$ cat config.mk
export PLATFORM = sky130hd
export DESIGN_NAME = dmem_lsu
export DESIGN_NICKNAME = d
export VERILOG_FILES = /design/src/rtl/dmem_pkg.sv /design/src/rtl/dmem_lsu.sv
export VERILOG_INCLUDE_DIRS = /design/src /design/src/include
export SDC_FILE = /design/constraint.sdc
export NUM_CORES = 1
export LEC_CHECK = 0
export BUFFER_PORTS_ARGS = -buffer_cell sky130_fd_sc_hd__buf_4
export CORE_MARGIN = 3
export CORE_UTILIZATION = 35
export CTS_CLUSTER_SIZE = 20
export DETAILED_ROUTE_END_ITERATION = 6
export GPL_ROUTABILITY_DRIVEN = 0
export HOLD_SLACK_MARGIN = 0.08
export PLACE_DENSITY = 0.61
export SLEW_MARGIN = 20
export SYNTH_ARGS = -nofsm -noshare
export SYNTH_HDL_FRONTEND = slang
export SYNTH_SLANG_ARGS = --single-unit
$ cat constraint.sdc
create_clock -name clk -period 2.8 [get_ports clk]
set_input_delay 0.28 -clock clk [delete_from_list [all_inputs] [get_ports clk]]
set_output_delay 0.28 -clock clk [all_outputs]
set_load 0.01 [all_outputs]
$ cat src/include/dmem_settings.svh
`ifndef DMEM_SETTINGS_SVH
`define DMEM_SETTINGS_SVH

// 12 bits of byte address give 4 KiB of data memory.
`define DM_ADDR_BIT 12

// word address width for the bank index and the debug port.
`define DM_WORD_ADDR_BIT (`DM_ADDR_BIT - 2)

// data width of the bus and of the core side.
// lane steering is written for four byte lanes, so this stays at 32.
`define DM_DATA_BIT 32

// number of byte lanes in one data word.
`define DM_LANES (`DM_DATA_BIT / 8)

`endif

$ cat src/rtl/dmem_pkg.sv
`default_nettype none

`include "dmem_settings.svh"

package dmem_pkg;

    typedef enum logic [1:0] {
        size_byte,
        size_half,
        size_word
    } mem_size_t;

    typedef enum logic [1:0] {
        st_idle,
        st_bus,
        st_resp
    } lsu_state_t;

    typedef struct packed {
        mem_size_t                   size;
        logic                        is_signed; // sign-extend loaded bytes and halves.
        logic                        we;
        logic [`DM_ADDR_BIT-1:0]     addr;
        logic [`DM_DATA_BIT-1:0]     wdata;
    } mem_req_t;

    typedef struct packed {
        logic [`DM_DATA_BIT-1:0]     rdata;
        logic                        misaligned;
    } mem_rsp_t;

    typedef struct packed {
        logic                        cyc;
        logic                        stb;
        logic                        we;
        logic [`DM_WORD_ADDR_BIT-1:0] adr;
        logic [`DM_LANES-1:0]        sel;
        logic [`DM_DATA_BIT-1:0]     dat;
    } wb_m2s_t;

    typedef struct packed {
        logic                        ack;
        logic [`DM_DATA_BIT-1:0]     dat;
    } wb_s2m_t;

endpackage

`default_nettype wire

$ cat src/rtl/dmem_lsu.sv
`timescale 1ns/1ns
`default_nettype none

`include "dmem_settings.svh"

module dmem_lsu
    import dmem_pkg::*;
(
    input  logic     clk,
    input  logic     rst,
    input  logic     req_valid,
    output logic     req_ready,
    input  mem_req_t req,
    output logic     rsp_valid,
    output mem_rsp_t rsp,
    output wb_m2s_t  wb_out,
    input  wb_s2m_t  wb_in
);

    lsu_state_t state;
    mem_req_t   req_q;
    mem_rsp_t   rsp_q;

    logic                    accept;
    logic                    req_misaligned;
    logic [`DM_LANES-1:0]    sel;
    logic [`DM_DATA_BIT-1:0] store_data;
    logic [`DM_DATA_BIT-1:0] load_data;

    // picks the addressed byte or half from the bus word and extends it.
    function automatic logic [`DM_DATA_BIT-1:0] load_extend(
        input logic [`DM_DATA_BIT-1:0] word,
        input mem_size_t               size,
        input logic [1:0]              offset,
        input logic                    is_signed
    );
        logic [7:0]  byte_val;
        logic [15:0] half_val;
        logic [`DM_DATA_BIT-1:0] result;
        byte_val = word[8*offset +: 8];
        half_val = offset[1] ? word[31:16] : word[15:0];
        case (size)
            size_byte: result = {{24{is_signed & byte_val[7]}}, byte_val};
            size_half: result = {{16{is_signed & half_val[15]}}, half_val};
            default:   result = word;
        endcase
        return result;
    endfunction

    assign req_ready = (state == st_idle);
    assign accept    = req_valid && req_ready;

    // a half must sit on an even address and a word on a multiple of four.
    always_comb begin
        case (req.size)
            size_byte: req_misaligned = 1'b0;
            size_half: req_misaligned = req.addr[0];
            default:   req_misaligned = (req.addr[1:0] != 2'b00);
        endcase
    end

    always_comb begin
        case (req_q.size)
            size_byte: begin
                sel        = 4'b0001 << req_q.addr[1:0];
                store_data = {4{req_q.wdata[7:0]}};
            end
            size_half: begin
                sel        = req_q.addr[1] ? 4'b1100 : 4'b0011;
                store_data = {2{req_q.wdata[15:0]}};
            end
            default: begin
                sel        = 4'b1111;
                store_data = req_q.wdata;
            end
        endcase
    end

    assign load_data = load_extend(wb_in.dat, req_q.size, req_q.addr[1:0], req_q.is_signed);

    always_ff @(posedge clk) begin
        if (rst) begin
            state <= st_idle;
        end else begin
            case (state)
                st_idle: begin
                    if (accept) begin
                        state <= req_misaligned ? st_resp : st_bus;
                    end
                end
                st_bus: begin
                    if (wb_in.ack) begin
                        state <= st_resp;
                    end
                end
                default: state <= st_idle; // st_resp lasts one cycle.
            endcase
        end
    end

    always_ff @(posedge clk) begin
        if (accept) begin
            req_q <= req;
            if (req_misaligned) begin
                rsp_q <= '{rdata: '0, misaligned: 1'b1};
            end
        end
        if (state == st_bus && wb_in.ack) begin
            rsp_q.rdata      <= req_q.we ? '0 : load_data;
            rsp_q.misaligned <= 1'b0;
        end
    end

    assign rsp_valid = (state == st_resp);
    assign rsp       = rsp_q;

    // the bus cycle lasts exactly as long as st_bus.
    always_comb begin
        wb_out.cyc = (state == st_bus);
        wb_out.stb = (state == st_bus);
        wb_out.we  = req_q.we;
        wb_out.adr = req_q.addr[`DM_ADDR_BIT-1:2];
        wb_out.sel = sel;
        wb_out.dat = store_data;
    end

endmodule

`default_nettype wire

==> results of run 1 <==
power breakdown:
| group | switching (µW) | total [µW] | internal (µW) |
|---|---|---|---|
| clock | 443 | 852 | 409 |
| sequential | 52.8 | 1530 | 1470 |
| combinational | 274 | 591 | 316 |
| total | 770 | 2970 | 2200 |
placed cells by master (no fill, tap or decap), types with 2 or more instances in the layout:
cell / netlist / routed
sky130_fd_sc_hd__buf_4: 21 / 174
sky130_fd_sc_hd__edfxtp_1: 80 / 80
sky130_fd_sc_hd__nand2_1: 46 / 46
sky130_fd_sc_hd__dlygate4sd3_1: 0 / 27
sky130_fd_sc_hd__mux2_2: 23 / 23
sky130_fd_sc_hd__o21ai_0: 19 / 19
sky130_fd_sc_hd__nor2_1: 16 / 15
sky130_fd_sc_hd__inv_1: 12 / 12
sky130_fd_sc_hd__nand2_2: 10 / 10
sky130_fd_sc_hd__mux2i_1: 9 / 9
sky130_fd_sc_hd__clkbuf_8: 0 / 9
sky130_fd_sc_hd__a222oi_1: 7 / 7
sky130_fd_sc_hd__a21oi_1: 4 / 4
sky130_fd_sc_hd__a221oi_2: 4 / 4
sky130_fd_sc_hd__a221oi_1: 4 / 4
sky130_fd_sc_hd__nor2_2: 2 / 3
sky130_fd_sc_hd__clkinv_2: 0 / 3
sky130_fd_sc_hd__dfxtp_1: 3 / 3
sky130_fd_sc_hd__nor2b_1: 2 / 2
sky130_fd_sc_hd__a31oi_1: 2 / 2
sky130_fd_sc_hd__clkinvlp_4: 0 / 2
registers in the layout, summed over array words and instances, names as in the netlist:
signal,cells
req_q,37
rsp,33
wb_out,11
state,2
synthesized netlist by cell type, types with 2 or more instances:
master,count,area (µm²)
sky130_fd_sc_hd__dfxtp_1,3,60.1
sky130_fd_sc_hd__mux2_2,23,259
sky130_fd_sc_hd__and2_1,2,12.5
sky130_fd_sc_hd__buf_2,6,30.0
sky130_fd_sc_hd__nor2_1,16,60.1
sky130_fd_sc_hd__nor2b_1,2,12.5
sky130_fd_sc_hd__buf_4,21,158
sky130_fd_sc_hd__a221oi_2,4,60.1
sky130_fd_sc_hd__clkbuf_1,6,22.5
sky130_fd_sc_hd__nand2_2,10,62.6
sky130_fd_sc_hd__a21oi_1,4,20.0
sky130_fd_sc_hd__buf_6,2,22.5
sky130_fd_sc_hd__o21ai_0,19,95.1
sky130_fd_sc_hd__a222oi_1,7,70.1
sky130_fd_sc_hd__mux2i_1,9,90.1
sky130_fd_sc_hd__a31oi_1,2,12.5
sky130_fd_sc_hd__nand2_1,46,173
sky130_fd_sc_hd__inv_1,12,45.0
sky130_fd_sc_hd__nor2_2,2,12.5
sky130_fd_sc_hd__a221oi_1,4,35.0
sky130_fd_sc_hd__edfxtp_1,80,2400
final cells by class:
cell class	count	area share (%)
inverters	12	0.801
clock buffers	9	2.20
clock inverters	7	1.22
repair buffers	202	28.4
flip-flops and latches	83	43.8
multi-input cells	165	20.6
well taps	136	3.02
stage by stage:
step | std cells | hold WS, ns | power [µW] | utilization [%]
global placement | 571 | 0.457 | 2120 | 48.9
finish | 614 | 0.0999 | 2970 | 53.3
global route | 614 | 0.0784 | 3120 | 53.3
floorplan | 295 | 0.353 | 1820 | -
detailed placement | 571 | 0.459 | 2130 | 48.9
CTS | 609 | 0.0802 | 2990 | 52.8
routing by layer:
metal	share of wire, %	wire length, µm	up-vias	GRT usage, %
met5	0	0	-	0
met4	1.8	182	0	6.49
li1	-	-	1418	-
met1	40	4040	1341	19.9
met3	11	1090	13	7.07
met2	47	4790	148	26.3
critical path: cells and delay by family, from the launching register on:
family / cells / cell delay (ns)
AND/OR/NAND/NOR: 3 / 0.63
flip-flops: 1 / 0.64
buffers and inverters: 2 / 0.36
worst paths after layout:
| check | from | endpoint | slack (ns) | cells past startpoint |
|---|---|---|---|---|
| hold / removal | req[24] | req_q[24] | 0.1 | 1 |
| setup reg to reg | req_q[33] | rsp[18] | 0.76 | 4 |
| setup / recovery | req_q[47] | wb_out[34] | 0.54 | 5 |
| hold reg to reg | rsp[0] | rsp[0] | 0.48 | 2 |
cells by family (layout without fill, tap and decap cells):
logic type,after synthesis,in the layout
AO/OA/AOI/OAI,46,46
buffers and inverters,47,230
flip-flops,83,83
multiplexers,33,33
AND/OR/NAND/NOR,86,86
==> run summary, run 1 <==
=====================================================================================================
DR DRC count                                                                                        0
Antenna diodes                                                                                      0
Maximum buffer depth of the clock tree                                                              2
Overflow after GRT                                                                                  0
Max stage delay on crit path                                                                  0.64 ns
Initial Utilization                                                                             36.9%
Power per Cell Area                                                                        528 mW/mm²
Share of the synthesized netlist area taken by xor and xnor gates                                  0%
CTS Root Buffer Type                                                                     sky130_fd_sc_hd__clkbuf_8
Number of endpoints failing setup at the final stage                                                0
Number of maximum-capacitance violations                                                            0
Number of clock buffers inserted by TritonCTS                                                       9
Fin. Hold Viols                                                                                     0
RSZ-0062 raised after global routing                                                               no
Detailed placer's ending HPWL                                                                 7530 µm
Share of flip-flops with an asynchronous set or reset                                              0%
Total clock sinks                                                                                  83
Critical path data required time                                                              2.52 ns
Kind of capture point of the worst setup path                                              output pin
Share of layout cells above drive strength 1                                                    49.8%
Width of the chip                                                                              111 µm
Reg clk slew, reported paths                                                                  0.09 ns
PnR worst setup slack                                                                        0.537 ns
Series of cell instances along the critical path                                         nor2_2, buf_4, and2_1, nor2_1, buf_4
Number of top-level pins                                                                          168
Worst-case vdd ir drop                                                                       0.311 mV
Leakage power figure                                                                       0.00236 µW
Number of synthesized flops with an enable pin                                                     80
Post-place instance area                                                                  0.00516 mm²
Synth Area in Compound Gates                                                                    9.89%
Violation count after the first detailed-route iteration                                          142
Post-CTS Hold Buffers                                                                              22
Worst slack after detailed placement                                                         0.759 ns
Tightest Pin Transition                                                                      0.621 ns
Die Footprint                                                                              0.0124 mm²
Routed wirelength normalized by instance count                                                16.5 µm
Share of synthesized area spent on multiplexers                                                 9.54%
First-pass GRT wire length                                                                   16300 µm
Flip-flop and latch count after synthesis                                                          83
Post-synthesis simple-gate area fraction                                                        10.2%
Initial antenna violation count                                                                     0
Tightest slew margin relative to the limit                                                      58.6%
Slowest stage cell on the critical path                                                  sky130_fd_sc_hd__edfxtp_1
Signed area change from the synthesized netlist to the final layout                             44.4%
Total GRT Usage                                                                                 16.5%
Time the final worst path needs with I/O delays and setup                                     2.26 ns
H-tree levels                                                                                       3
Clock tree from TritonCTS                                                                         yes
Clock insertion delay at the later pin of the skew report                                     0.35 ns
Routed vias                                                                                      2920
Buffers added on ports                                                                            167
Worst Path Class, Setup                                                                    reg -> out
Setup bufs post-CTS                                                                                 0
Number of distinct library cells after synthesis                                                   36
Fillers                                                                                           941
Outcome                                                                                  finished, final reports clean
Max Clock Skew                                                                              0.0100 ns
Finished Cell Area                                                                        0.00563 mm²
Data arrival, critical path                                                                   1.98 ns
Post-cts repair resize count                                                                        0
Yosys warns                                                                                         0
Post-synthesis share of cell area spent on full adders, half adders and majority gates             0%
Top_reg_cell synth                                                                       sky130_fd_sc_hd__edfxtp_1
Site Rows                                                                                          37
Die Y-Extent                                                                                   111 µm
Syn Area/Cell                                                                                13.2 µm²
Sum of negative setup slack                                                                      0 ns
Fraction of the yosys area taken by sequential cells                                            63.2%
Combinational family with the most area after synthesis                                  simple AND/OR/NAND/NOR gates
Share of the clock period used by the worst path after layout                                   80.8%
Critical path fanouts, max                                                                         15
Multi-input gate area in the final layout                                                 0.00116 mm²
Vias in the first global route                                                                   3107
Total wirelength of the detailed-routed design                                               10100 µm
Synthesized instance count                                                                        295
Max-slew violation count                                                                            0
Vias per std cell                                                                                4.76
Total nets after synthesis                                                                        379
Worst hold path type                                                                        in -> reg
Pre-Repair DR Iteration Count                                                                       4
Max Clock Freq                                                                              0.442 GHz
Pin count of the biggest net entering global routing                                               33
Net count of the finished layout                                                                  557
Nature of the critical path startpoint                                                      flip-flop
Post-route ant nets                                                                                 0
Storage element area                                                                      0.00246 mm²
Critical Path Most Common Cell                                                           sky130_fd_sc_hd__buf_4
Core Area                                                                                  0.0106 mm²
Summed instance area of the synthesized netlist                                           0.00389 mm²
=====================================================================================================
(Power assumes the default switching activity.)
==> run 2: changes to the inputs <==
--- a/config.mk
+++ b/config.mk
@@ -13,7 +13,7 @@
 export DETAILED_ROUTE_END_ITERATION = 6
 export GPL_ROUTABILITY_DRIVEN = 0
 export HOLD_SLACK_MARGIN = 0.08
-export PLACE_DENSITY = 0.61
+export PLACE_DENSITY = 0.63
 export SLEW_MARGIN = 20
 export SYNTH_ARGS = -nofsm -noshare
 export SYNTH_HDL_FRONTEND = slang
==> constraint.sdc (replaced) <==
create_clock -name clk -period 2.03 [get_ports clk]
set_input_delay 0.203 -clock clk [delete_from_list [all_inputs] [get_ports clk]]
set_output_delay 0.203 -clock clk [all_outputs]
set_load 0.01 [all_outputs]
==> run 2 against run 1 <==
Effect of this change:
- combinational power grew 47%
- critical path type unchanged
- power increased by 38%
- clock-buffer cell count is 1 higher
==> run summary, run 2 (synthesis gave the netlist of run 1 again) <==
=====================================================================================
Clock insertion delay at the later pin of the skew report                     0.34 ns   about the same
Cells after DPL                                                                   574   +0.53%
Power per Cell Area                                                        699 mW/mm²   +32%
Overflow after GRT                                                                  0   unchanged
Signed area change from the synthesized netlist to the final layout             51.0%
Critical path fanouts, max                                                          9   -6
Tightest slew margin relative to the limit                                      55.4%   -3.2 points
CTS Root Buffer Type                                                     sky130_fd_sc_hd__clkbuf_8
Worst Path Class, Setup                                                    reg -> out
Post-Route Utilization                                                          55.7%   +2.4 points
Max Clock Freq                                                              0.543 GHz
Total wirelength of the detailed-routed design                               10500 µm   +3.9%
Detailed placer's ending HPWL                                                 7550 µm   +0.27%
Maximum buffer depth of the clock tree                                              2   unchanged
Initial Utilization                                                             36.9%   unchanged
Tightest Pin Transition                                                      0.669 ns   +0.0483 ns
Number of endpoints failing setup at the final stage                                0   unchanged
Count of non-filler cells in the finished layout                                  639   +4.1%
Share of the clock period used by the worst path after layout                   90.7%
Commonest non-fill, non-tap cells in the layout                          sky130_fd_sc_hd__buf_4 (176), sky130_fd_sc_hd__edfxtp_1 (80), sky130_fd_sc_hd__dlygate4sd3_1 (50), sky130_fd_sc_hd__nand2_1 (46), sky130_fd_sc_hd__mux2_2 (23)
Antenna diodes                                                                      0   unchanged
Outcome                                                                  finished, final reports clean
Initial antenna violation count                                                     0   unchanged
Clock tree from TritonCTS                                                         yes
Leakage power figure                                                       0.00247 µW   +4.7%
Die Footprint                                                              0.0124 mm²   unchanged
Net switching component of the power                                          1050 µW   +36%
Number of clock buffers inserted by TritonCTS                                       9   unchanged
First-pass GRT wire length                                                   17200 µm   +5.5%
Number of flip-flops in the largest register                                       37   unchanged
Setup slack on the worst flop-to-flop path                                    0.20 ns   -0.56 ns
Net count of the finished layout                                                  583   +4.7%
Sum of negative setup slack                                                      0 ns   unchanged
Total GRT Usage                                                                 17.3%   +0.77 points
Fraction of power consumed by the clock network                                 27.8%   -0.9 points
Routed vias                                                                      3041   +4.1%
Reg clk slew, reported paths                                                  0.08 ns   about the same
Relative contribution of combinational cells to total power                     21.1%   +1.2 points
Width of the chip                                                              111 µm   unchanged
Fin. Hold Viols                                                                     0   unchanged
Pin count of the biggest net entering global routing                               43   +30%
Switching share of power                                                        25.5%   -0.41 points
Violation count after the first detailed-route iteration                           92   -35%
Critical path data required time                                              1.83 ns   -0.69 ns
Nature of the critical path startpoint                                      flip-flop
PnR worst setup slack                                                        0.189 ns   -0.348 ns
Setup bufs post-CTS                                                                 0   unchanged
Max Clock Skew                                                             0.00885 ns   -0.00118 ns
Register with the most flip-flops                                               req_q
Number of top-level pins                                                          168   unchanged
Share of layout cells above drive strength 1                                    47.5%   -2.3 points
H-tree levels                                                                       3   unchanged
Routed wirelength normalized by instance count                                16.4 µm   -0.13%
Post-route ant nets                                                                 0   unchanged
DR DRC count                                                                        0   unchanged
Total clock sinks                                                                  83   unchanged
RSZ-0062 raised after global routing                                               no
Vias per std cell                                                                4.76   about the same
Kind of capture point of the worst setup path                              output pin
Number of maximum-capacitance violations                                            0   unchanged
Worst slack after detailed placement                                         0.218 ns   -0.541 ns
Vias in the first global route                                                   3311   +6.6%
Data arrival, critical path                                                   1.64 ns   -0.34 ns
Buffers added on ports                                                            167   unchanged
Pre-Repair DR Iteration Count                                                       6   +2
Max-slew violation count                                                            0   unchanged
Worst-case vdd ir drop                                                       0.486 mV   +56%
Time the final worst path needs with I/O delays and setup                     1.84 ns
Worst hold path type                                                        in -> reg
Register share of total power                                                   51.0%   -0.4 points
Internal power contribution                                                   3060 µW   +39%
Die Y-Extent                                                                   111 µm   unchanged
Site Rows                                                                          37   unchanged
Core Area                                                                  0.0106 mm²   unchanged
Most frequent standard cell in the layout excluding fill and tap cells   sky130_fd_sc_hd__buf_4
=====================================================================================
==> run 2: cell count changes in the layout (fill, tap and decap cells not counted) <==
cell and delta:
sky130_fd_sc_hd__clkinv_1 +1, sky130_fd_sc_hd__dlygate4sd3_1 +23, sky130_fd_sc_hd__clkinv_2 -2, sky130_fd_sc_hd__clkbuf_1 +1
sky130_fd_sc_hd__and2_2 +1, sky130_fd_sc_hd__buf_12 +1, sky130_fd_sc_hd__clkinvlp_4 -1, sky130_fd_sc_hd__buf_4 +2
sky130_fd_sc_hd__and2_1 -1
==> run 2: routing by layer <==
metal / up-vias / part of all wire (%) / GRT usage (%)
met5: - / 0 / 0
met4: 0 / 1.6 / 6.33
met3: 15 / 11 / 7.39
met2: 154 / 47 / 27.5
met1: 1406 / 41 / 21.1
li1: 1466 / - / -
==> run 2: cell type report <==
cell class	count	area, µm²
fillers	900	4670
flip-flops and latches	83	2460
repair buffers	228	1860
multi-input cells	165	1160
well taps	136	170
clock buffers	10	128
clock inverters	5	55.1
inverters	12	45.0
==> run 2: critical path, stage by stage (launching register included) <==
cell and delay [ns]:
sky130_fd_sc_hd__edfxtp_1 0.46, sky130_fd_sc_hd__nor2_2 0.13, sky130_fd_sc_hd__buf_4 0.19, sky130_fd_sc_hd__and2_2 0.29, sky130_fd_sc_hd__a21oi_1 0.07, sky130_fd_sc_hd__buf_4 0.16
==> run 2: power groups by stage <==
stage                     clock (µW)  combinational [µW]  sequential (µW)
after global routing            1260                 943             2120
after detailed placement           0                 796             2140
after CTS                       1180                 876             2100
after global placement             0                 790             2130
final                           1140                 868             2100
after floorplan                    0                 360             2150
==> run 2: worst paths after layout <==
kind	start	end	cells past startpoint
worst min register to register	rsp[0]	rsp[0]	2
worst min-delay path	wb_in[19]	rsp[20]	3
worst max-delay path	req_q[46]	wb_out[32]	5
worst max register to register	req_q[33]	rsp[2]	4
==> run 2: what timing repair did <==
action                     4_1_cts  5_1_grt
hold buffers                    50        0
setup endpoints to repair        0        2
hold endpoints to repair        51        0
gates resized for setup          0        1
==> run 2: per-stage QoR <==
stage | power [µW] | hold slack [ns] | instance area [µm²]
after detailed placement | 2930 | 0.379 | 5200
after floorplan | 2510 | 0.276 | 3900
after global routing | 4320 | 0.133 | 5880
after CTS | 4150 | 0.122 | 5880
after global placement | 2920 | 0.379 | 5200
final | 4110 | 0.142 | 5880
